**src/hdl/bpred_params.svh**
```systemverilog
`ifndef BPRED_PARAMS_SVH
`define BPRED_PARAMS_SVH

// data and PC width
`define XLEN 32

// predictor depth, as log2 of the entry count
`define BP_INDEX_BITS 4
`define BP_ENTRIES (1 << `BP_INDEX_BITS)

// PC bits left above the index and the 2-bit word offset
`define BP_TAG_BITS (`XLEN - `BP_INDEX_BITS - 2)

// low and high PC bit of the table index
`define BP_INDEX_LO 2
`define BP_INDEX_HI (`BP_INDEX_BITS + 1)

`endif

```
**src/hdl/bpred_pkg.sv**
```systemverilog
`default_nettype none

package bpred_pkg;

  // two-bit saturating direction counter
  // MSB set means predict taken
  typedef enum logic [1:0] {
    STRONG_NT = 2'b00,
    WEAK_NT   = 2'b01,
    WEAK_T    = 2'b10,
    STRONG_T  = 2'b11
  } ctr_t;

  // state after reset
  parameter ctr_t CTR_INIT = WEAK_NT;

  // restart values when an entry is taken over by a new tag
  parameter ctr_t CTR_NEW_TAKEN     = WEAK_T;
  parameter ctr_t CTR_NEW_NOT_TAKEN = WEAK_NT;

endpackage

`default_nettype wire

```
**src/hdl/isa_pkg.sv**
```systemverilog
`default_nettype none

package isa_pkg;

  // major opcodes, instr[6:0]
  typedef enum logic [6:0] {
    LUI    = 7'b0110111,
    AUIPC  = 7'b0010111,
    JAL    = 7'b1101111,
    JALR   = 7'b1100111,
    BRANCH = 7'b1100011,
    LOAD   = 7'b0000011,
    STORE  = 7'b0100011,
    OP_IMM = 7'b0010011,
    OP     = 7'b0110011,
    SYSTEM = 7'b1110011
  } opcode_t;

  // conditional branch funct3, instr[14:12]
  // 010 and 011 are unused encodings
  typedef enum logic [2:0] {
    BEQ  = 3'b000,
    BNE  = 3'b001,
    BLT  = 3'b100,
    BGE  = 3'b101,
    BLTU = 3'b110,
    BGEU = 3'b111
  } funct3_t;

  // base comparison done by the branch unit
  // funct3 bit 0 inverts it for BNE, BGE and BGEU
  typedef enum logic [1:0] {
    CMP_EQ   = 2'd0,   // BEQ, BNE
    CMP_LT   = 2'd1,   // BLT, BGE
    CMP_LTU  = 2'd2,   // BLTU, BGEU
    CMP_NONE = 2'd3    // not a valid branch
  } branch_type_t;

endpackage

`default_nettype wire

```
**src/hdl/branch_decode.sv**
```systemverilog
`include "bpred_params.svh"

`default_nettype none

module branch_decode
  import isa_pkg::*;
(
  input  logic [31:0]       instr,
  output branch_type_t      branch_type,
  output logic              branch_gate_sel,
  output logic [`XLEN-1:0]  imm,
  output logic              illegal
);

  opcode_t opcode;
  funct3_t funct3;
  logic    is_branch;
  logic    bad_funct3;

  assign opcode = opcode_t'(instr[6:0]);
  assign funct3 = funct3_t'(instr[14:12]);

  assign is_branch  = (opcode == BRANCH);
  assign bad_funct3 = (instr[14:13] == 2'b01);  // 010, 011

  // funct3 bit 0 flips the base compare
  assign branch_gate_sel = instr[12];

  // B-type immediate: imm[12|10:5] in 31:25, imm[4:1|11] in 11:7
  assign imm = {{(`XLEN-12){instr[31]}},  // sign fill incl. imm[12]
                instr[7],                 // imm[11]
                instr[30:25],             // imm[10:5]
                instr[11:8],              // imm[4:1]
                1'b0};                    // halfword aligned

  always_comb begin
    branch_type = CMP_NONE;
    if (is_branch) begin
      case (funct3)
        BEQ, BNE:   branch_type = CMP_EQ;
        BLT, BGE:   branch_type = CMP_LT;
        BLTU, BGEU: branch_type = CMP_LTU;
        default:    branch_type = CMP_NONE;
      endcase
    end
  end

  assign illegal = ~is_branch | bad_funct3;

endmodule

`default_nettype wire

```
**src/hdl/branch_predictor.sv**
```systemverilog
`include "bpred_params.svh"

`default_nettype none

module branch_predictor
  import bpred_pkg::*;
(
  input  logic              CLK,
  input  logic              arst_n,
  input  logic [`XLEN-1:0]  fetch_pc,
  output logic              pred_taken,
  output logic [`XLEN-1:0]  pred_target,
  input  logic              update_btb,
  input  logic [`XLEN-1:0]  update_pc,
  input  logic [`XLEN-1:0]  branch_target,
  input  logic              branch_outcome
);

  logic                      valid_q  [`BP_ENTRIES];
  logic [`BP_TAG_BITS-1:0]   tag_q    [`BP_ENTRIES];
  logic [`XLEN-1:0]          target_q [`BP_ENTRIES];
  ctr_t                      ctr_q    [`BP_ENTRIES];

  logic [`BP_INDEX_BITS-1:0] fetch_idx;
  logic [`BP_TAG_BITS-1:0]   fetch_tag;
  logic                      fetch_hit;
  logic [`BP_INDEX_BITS-1:0] upd_idx;
  logic [`BP_TAG_BITS-1:0]   upd_tag;
  logic                      upd_hit;
  ctr_t                      ctr_next;

  // one saturating step toward the resolved direction
  function automatic ctr_t ctr_step(input ctr_t cur, input logic taken);
    ctr_t nxt;
    case (cur)
      STRONG_NT: nxt = taken ? WEAK_NT  : STRONG_NT;
      WEAK_NT:   nxt = taken ? WEAK_T   : STRONG_NT;
      WEAK_T:    nxt = taken ? STRONG_T : WEAK_NT;
      STRONG_T:  nxt = taken ? STRONG_T : WEAK_T;
      default:   nxt = CTR_INIT;
    endcase
    return nxt;
  endfunction

  // lookup side
  assign fetch_idx = fetch_pc[`BP_INDEX_HI:`BP_INDEX_LO];
  assign fetch_tag = fetch_pc[`XLEN-1:`BP_INDEX_HI+1];
  assign fetch_hit = valid_q[fetch_idx] && (tag_q[fetch_idx] == fetch_tag);

  assign pred_taken  = fetch_hit & ctr_q[fetch_idx][1];  // counter MSB
  // falls through to the next word when not taken
  assign pred_target = pred_taken ? target_q[fetch_idx] : fetch_pc + `XLEN'd4;

  // update side
  assign upd_idx = update_pc[`BP_INDEX_HI:`BP_INDEX_LO];
  assign upd_tag = update_pc[`XLEN-1:`BP_INDEX_HI+1];
  assign upd_hit = valid_q[upd_idx] && (tag_q[upd_idx] == upd_tag);

  always_comb begin
    if (upd_hit) begin
      ctr_next = ctr_step(ctr_q[upd_idx], branch_outcome);
    end else begin
      // new tag restarts the counter
      ctr_next = branch_outcome ? CTR_NEW_TAKEN : CTR_NEW_NOT_TAKEN;
    end
  end

  always_ff @(posedge CLK or negedge arst_n) begin
    if (!arst_n) begin
      for (int i = 0; i < `BP_ENTRIES; i++) begin
        valid_q[i] <= 1'b0;
        ctr_q[i]   <= CTR_INIT;
      end
    end else if (update_btb) begin
      valid_q[upd_idx] <= 1'b1;
      ctr_q[upd_idx]   <= ctr_next;
    end
  end

  // tag and target of the updated entry
  always_ff @(posedge CLK) begin
    if (update_btb) begin
      tag_q[upd_idx]    <= upd_tag;
      target_q[upd_idx] <= branch_target;
    end
  end

endmodule

`default_nettype wire

```
**src/hdl/branch_unit_top.sv**
```systemverilog
`include "bpred_params.svh"

`default_nettype none

module branch_unit_top
  import isa_pkg::*;
(
  input  logic              CLK,
  input  logic              arst_n,
  // issue side
  input  logic              issue_valid,
  input  logic [`XLEN-1:0]  issue_pc,
  input  logic [31:0]       issue_instr,
  input  logic [`XLEN-1:0]  reg_a,
  input  logic [`XLEN-1:0]  reg_b,
  input  logic              predicted_outcome,
  // resolve side
  output logic              resolve_valid,
  output logic              branch_outcome,
  output logic              misprediction,
  output logic [`XLEN-1:0]  correct_pc,
  output logic              update_btb,
  output logic [`XLEN-1:0]  update_pc,
  output logic [`XLEN-1:0]  branch_target,
  output logic              illegal_branch,
  // fetch lookup
  input  logic [`XLEN-1:0]  fetch_pc,
  output logic              pred_taken,
  output logic [`XLEN-1:0]  pred_target
);

  branch_type_t     branch_type;
  logic             branch_gate_sel;
  logic [`XLEN-1:0] imm;
  logic             illegal;

  branch_decode u_decode (
    .instr           (issue_instr),
    .branch_type     (branch_type),
    .branch_gate_sel (branch_gate_sel),
    .imm             (imm),
    .illegal         (illegal)
  );

  fu_branch u_fu_branch (
    .CLK               (CLK),
    .arst_n            (arst_n),
    .branch            (issue_valid),
    .illegal           (illegal),
    .branch_type       (branch_type),
    .branch_gate_sel   (branch_gate_sel),
    .reg_a             (reg_a),
    .reg_b             (reg_b),
    .current_pc        (issue_pc),
    .imm               (imm),
    .predicted_outcome (predicted_outcome),
    .resolve_valid     (resolve_valid),
    .branch_outcome    (branch_outcome),
    .misprediction     (misprediction),
    .correct_pc        (correct_pc),
    .update_btb        (update_btb),
    .update_pc         (update_pc),
    .branch_target     (branch_target),
    .illegal_branch    (illegal_branch)
  );

  // trained from the registered resolve outputs
  branch_predictor u_predictor (
    .CLK            (CLK),
    .arst_n         (arst_n),
    .fetch_pc       (fetch_pc),
    .pred_taken     (pred_taken),
    .pred_target    (pred_target),
    .update_btb     (update_btb),
    .update_pc      (update_pc),
    .branch_target  (branch_target),
    .branch_outcome (branch_outcome)
  );

endmodule

`default_nettype wire

```
**src/hdl/fu_branch.sv**
```systemverilog
`include "bpred_params.svh"

`default_nettype none

module fu_branch
  import isa_pkg::*;
(
  input  logic              CLK,
  input  logic              arst_n,
  input  logic              branch,
  input  logic              illegal,
  input  branch_type_t      branch_type,
  input  logic              branch_gate_sel,
  input  logic [`XLEN-1:0]  reg_a,
  input  logic [`XLEN-1:0]  reg_b,
  input  logic [`XLEN-1:0]  current_pc,
  input  logic [`XLEN-1:0]  imm,
  input  logic              predicted_outcome,
  output logic              resolve_valid,
  output logic              branch_outcome,
  output logic              misprediction,
  output logic [`XLEN-1:0]  correct_pc,
  output logic              update_btb,
  output logic [`XLEN-1:0]  update_pc,
  output logic [`XLEN-1:0]  branch_target,
  output logic              illegal_branch
);

  logic             zero;
  logic             actual_outcome;
  logic             mispredict_d;
  logic [`XLEN-1:0] pc_plus4;
  logic [`XLEN-1:0] taken_target;
  logic [`XLEN-1:0] next_pc;

  // high when the base relation holds
  always_comb begin
    case (branch_type)
      CMP_EQ:  zero = (reg_a == reg_b);
      CMP_LT:  zero = ($signed(reg_a) < $signed(reg_b));
      CMP_LTU: zero = (reg_a < reg_b);
      default: zero = 1'b0;
    endcase
  end

  assign pc_plus4     = current_pc + `XLEN'd4;
  assign taken_target = current_pc + imm;

  // illegal words never count as taken
  assign actual_outcome = ~illegal & (zero ^ branch_gate_sel);
  assign mispredict_d   = ~illegal & (actual_outcome != predicted_outcome);
  assign next_pc        = actual_outcome ? taken_target : pc_plus4;

  always_ff @(posedge CLK or negedge arst_n) begin
    if (!arst_n) begin
      resolve_valid  <= 1'b0;
      branch_outcome <= 1'b0;
      misprediction  <= 1'b0;
      update_btb     <= 1'b0;
      illegal_branch <= 1'b0;
    end else begin
      resolve_valid  <= branch;
      branch_outcome <= branch & actual_outcome;
      misprediction  <= branch & mispredict_d;
      update_btb     <= branch & ~illegal;  // only real branches train
      illegal_branch <= branch & illegal;
    end
  end

  // payload, qualified by resolve_valid / update_btb
  always_ff @(posedge CLK) begin
    correct_pc    <= next_pc;
    update_pc     <= current_pc;
    branch_target <= taken_target;
  end

endmodule

`default_nettype wire

```
**config.mk**
```make
export PLATFORM = sky130hd
export DESIGN_NAME = branch_unit_top
export DESIGN_NICKNAME = d
export VERILOG_FILES = /design/src/hdl/bpred_pkg.sv /design/src/hdl/isa_pkg.sv /design/src/hdl/branch_decode.sv /design/src/hdl/branch_predictor.sv /design/src/hdl/branch_unit_top.sv /design/src/hdl/fu_branch.sv
export VERILOG_INCLUDE_DIRS = /design/src /design/src/hdl
export SDC_FILE = /design/constraint.sdc
export NUM_CORES = 2
export LEC_CHECK = 0
export BUFFER_PORTS_ARGS = -buffer_cell sky130_fd_sc_hd__buf_2
export CAP_MARGIN = 10
export CORE_MARGIN = 2
export CORE_UTILIZATION = 55
export DETAILED_ROUTE_END_ITERATION = 8
export GPL_ROUTABILITY_DRIVEN = 0
export PLACE_DENSITY = 0.75
export SYNTH_ARGS = -nofsm -noshare
export SYNTH_HDL_FRONTEND = slang
export SYNTH_SLANG_ARGS = --single-unit
```
**constraint.sdc**
```tcl
create_clock -name CLK -period 3.8 [get_ports CLK]
set_input_delay 0.57 -clock CLK [delete_from_list [all_inputs] [get_ports CLK]]
set_output_delay 0.57 -clock CLK [all_outputs]
set_load 0.02 [all_outputs]
```
==> flow_summary.ini <==
[placement]
dp.cells = 4259
numPortBuffers = 287
placed_area_um2 = 53000
dp.final_hpwl_um = 94200

[critical_path]
cp.required_ns = 3.23
crit_arrival_ns = 3.82
start_kind = flip-flop
end_kind = output pin
path_buf_inv = 3
cpMaxStageDelayCell = or4_4
worstSetupPathType = flip-flop to output pin
worstPathMaxFanout = 2
cp_cell_sequence = mux4_2 > mux4_2 > xnor2_2 > buf_4 > buf_6 > nand4_1 > or4_4 > nor4_4 > buf_4
slowest_delay_ns = 0.60
cpLargestDelayFamily = simple AND/OR/NAND/NOR gates

[synthesis]
synthCells = 2717
ys_types = 78
synth-async-reset-ratio_pct = 4.93
synthFlopType = edfxtp_1
yosysMostFrequentCell = edfxtp_1
netlist.area_leader.share_pct = 57.7
ys_seq_area_share_pct = 64.4
synth_top_cell_by_area = edfxtp_1
synth_commonest_cells = edfxtp_1 (928), mux4_2 (395), nand2_1 (108)
syn_area_um2 = 48300
yosys_warnings = 0
synth_seq_cells = 1075
synth_edf_count = 928
synth_top_cells_by_area = edfxtp_1 (58%), mux4_2 (18%), dfxtp_1 (3.9%), dfrtp_1 (1.9%), xnor2_1 (1.9%)
syn_nets = 2948
syn_avg_cell_area_um2 = 17.8

[outcome]
violations = negative setup slack
status = finished with violations

[sta]
worst_slack_ns = -0.592
clock_skew_ns = 0.0361
hold-worst-slack_ns = 0.00890
finalHoldViolCount = 0
period_share_pct = 116
relSlewSlack_pct = 24.7
max_slew.worst_pin.slew_ns = 1.13
timing.fmax_mhz = 228
drv_slew = 0
layout_min_cycle_time_ns = 4.39
rsz0062_at_grt = true
setup_violations = 33

[final_layout]
area_growth_pct = 17.8
stdcell_area_um2 = 56900
post_layout_nonfiller_instances = 4467
drive_above_1_share_pct = 36.2
fin_nets = 3451

[grt]
grt_pass1_vias = 30300
groute.usage.overall_pct = 32.4
grt_pass1_wl_um = 209000
antenna_found_initial = 7
grt_max_degree = 69
overflow = 0

[clocking]
cts.sinks = 1075
clockRootBuffer = clkbuf_16
tritoncts = done
clkTransAtPathRegs_ns = 0.06
insertion_delay_ns = 0.69
htreeDepth = 3
cts_buffer_depth = 3
cts_made_buffers = 106

[hold_path]
holdCritPathClass = primary input to asynchronous set/reset pin

[floorplan]
die_area_um2 = 90200
core_um2 = 86900
die_y_um = 300
ios = 298
fp.dieW_um = 300
placementRows = 108
initial_core_util_pct = 55.6

[drt]
drtIter0Drc = 4638
num_vias = 30400
drcViolationCount = 0
via_per_inst = 6.81
wl_um = 146000
routedWlPerCell_um = 32.8
antenna_left = 0
dr.pass1.iters = 6

[power]
p_leak_nw = 20.2
power_density_nw_per_um2 = 470
ir_worst_vdd_mv = 0.434

[job]
max_cap_violations = 0
-- layout by cell type (no fill, tap or decap), types with 18 or more instances in the layout --
cell	instances
nand3_1	69
nand4_1	32
nor2_1	86
buf_6	28
o22ai_1	19
dfrtp_1	37
and2_1	21
clkinv_2	37
or3_1	18
dfxtp_1	91
buf_2	256
xor2_1	37
nand2b_1	18
mux4_2	395
o21ai_0	35
a21oi_1	74
o211ai_1	20
nand2_1	108
clkbuf_16	110
mux2i_1	61
clkbuf_1	31
inv_1	65
edfxtp_1	928
xnor2_1	98
a21o_1	26
buf_12	49
mux2_4	29
buf_4	196
ha_1	66
-- final timing paths --
| kind | cells after the start | from | to | slack (ns) |
|---|---|---|---|---|
| setup / recovery | 9 | u_predictor.tag_q[8][24] | pred_taken | -0.59 |
| hold / removal | 1 | arst_n | u_predictor.ctr_q[3] | 0.009 |
| setup reg to reg | 11 | u_fu_branch.update_pc[2] | u_predictor.ctr_q[23] | 0.09 |
| hold reg to reg | 1 | u_predictor.valid_q[6] | u_predictor.valid_q[6] | 0.50 |
| max in group asynchronous | 2 | arst_n | u_predictor.ctr_q[28] | 2.94 |
| min in group CLK | 1 | issue_pc[1] | u_fu_branch.update_pc[1] | 0.05 |
-- where the power goes --
group          switching, mW  internal, mW
clock network           4.60          6.02
logic                   1.40          1.09
registers              0.401          13.2
-- kinds of logic (layout without fill, tap and decap cells) --
kind of cell | count (synthesis) | after routing | share of synthesized area (%)
DFF | 1075 | 1075 | 64.4
muxes | 506 | 506 | 21.1
and+or+nand+nor | 433 | 433 | 4.50
AOI/OAI and AO/OA | 266 | 266 | 3.59
buffers and inverters | 227 | 821 | 2.14
xor gates and xnor gates | 143 | 143 | 2.61
adders and majority gates | 67 | 67 | 1.75
other | 0 | 1 | 0
-- area by class of cell --
class | instances | area [um2]
flip-flops and latches | 1075 | 31100
diodes | 1 | 2.50
well taps | 1155 | 1450
fillers | 5654 | 30000
clock inverters | 56 | 622
multi-input cells | 1415 | 16300
inverters | 84 | 335
repair buffers | 538 | 4240
clock buffers | 143 | 2870
-- flip-flops by register name (all words and copies together), names as in the netlist --
register,flops
u_fu_branch.branch_outcome,1
u_fu_branch.branch_target,31
u_fu_branch.correct_pc,32
u_fu_branch.illegal_branch,1
u_fu_branch.misprediction,1
u_fu_branch.resolve_valid,1
u_fu_branch.update_btb,1
u_fu_branch.update_pc,31
u_predictor.ctr_q,32
u_predictor.tag_q,416
u_predictor.target_q,512
u_predictor.valid_q,16
-- metal layers --
metal | vias up | part of all wire (%) | track usage (%)
li1 | 12000 | - | -
met1 | 15500 | 35 | 44.6
met2 | 2501 | 46 | 50.1
met3 | 380 | 13 | 7.86
met4 | 12 | 4.6 | 13.6
met5 | - | 0.051 | 0
-- repair_timing --
| item | 4_1_cts | 5_1_grt |
|---|---|---|
| setup endpoints to repair | 53 | 58 |
| cloned | 1 | 3 |
| hold endpoints to repair | 2 | 0 |
| setup buffers | 2 | 2 |
| hold buffers | 2 | 0 |
| gates resized for setup | 24 | 47 |
-- stage by stage --
step	setup TNS (ns)	worst slack (ns)	util [%]	total power, mW
finish	-18.24	-0.592	65.5	26.7
detailed placement	-23.03	-0.720	61.0	16.3
floorplan	-0.0280	-0.00131	-	15.1
global route	-21.97	-0.705	65.5	27.4
global placement	-19.78	-0.640	61.0	16.2
CTS	-16.42	-0.535	65.2	26.8
Note: power is estimated with default switching activity, not from simulation.
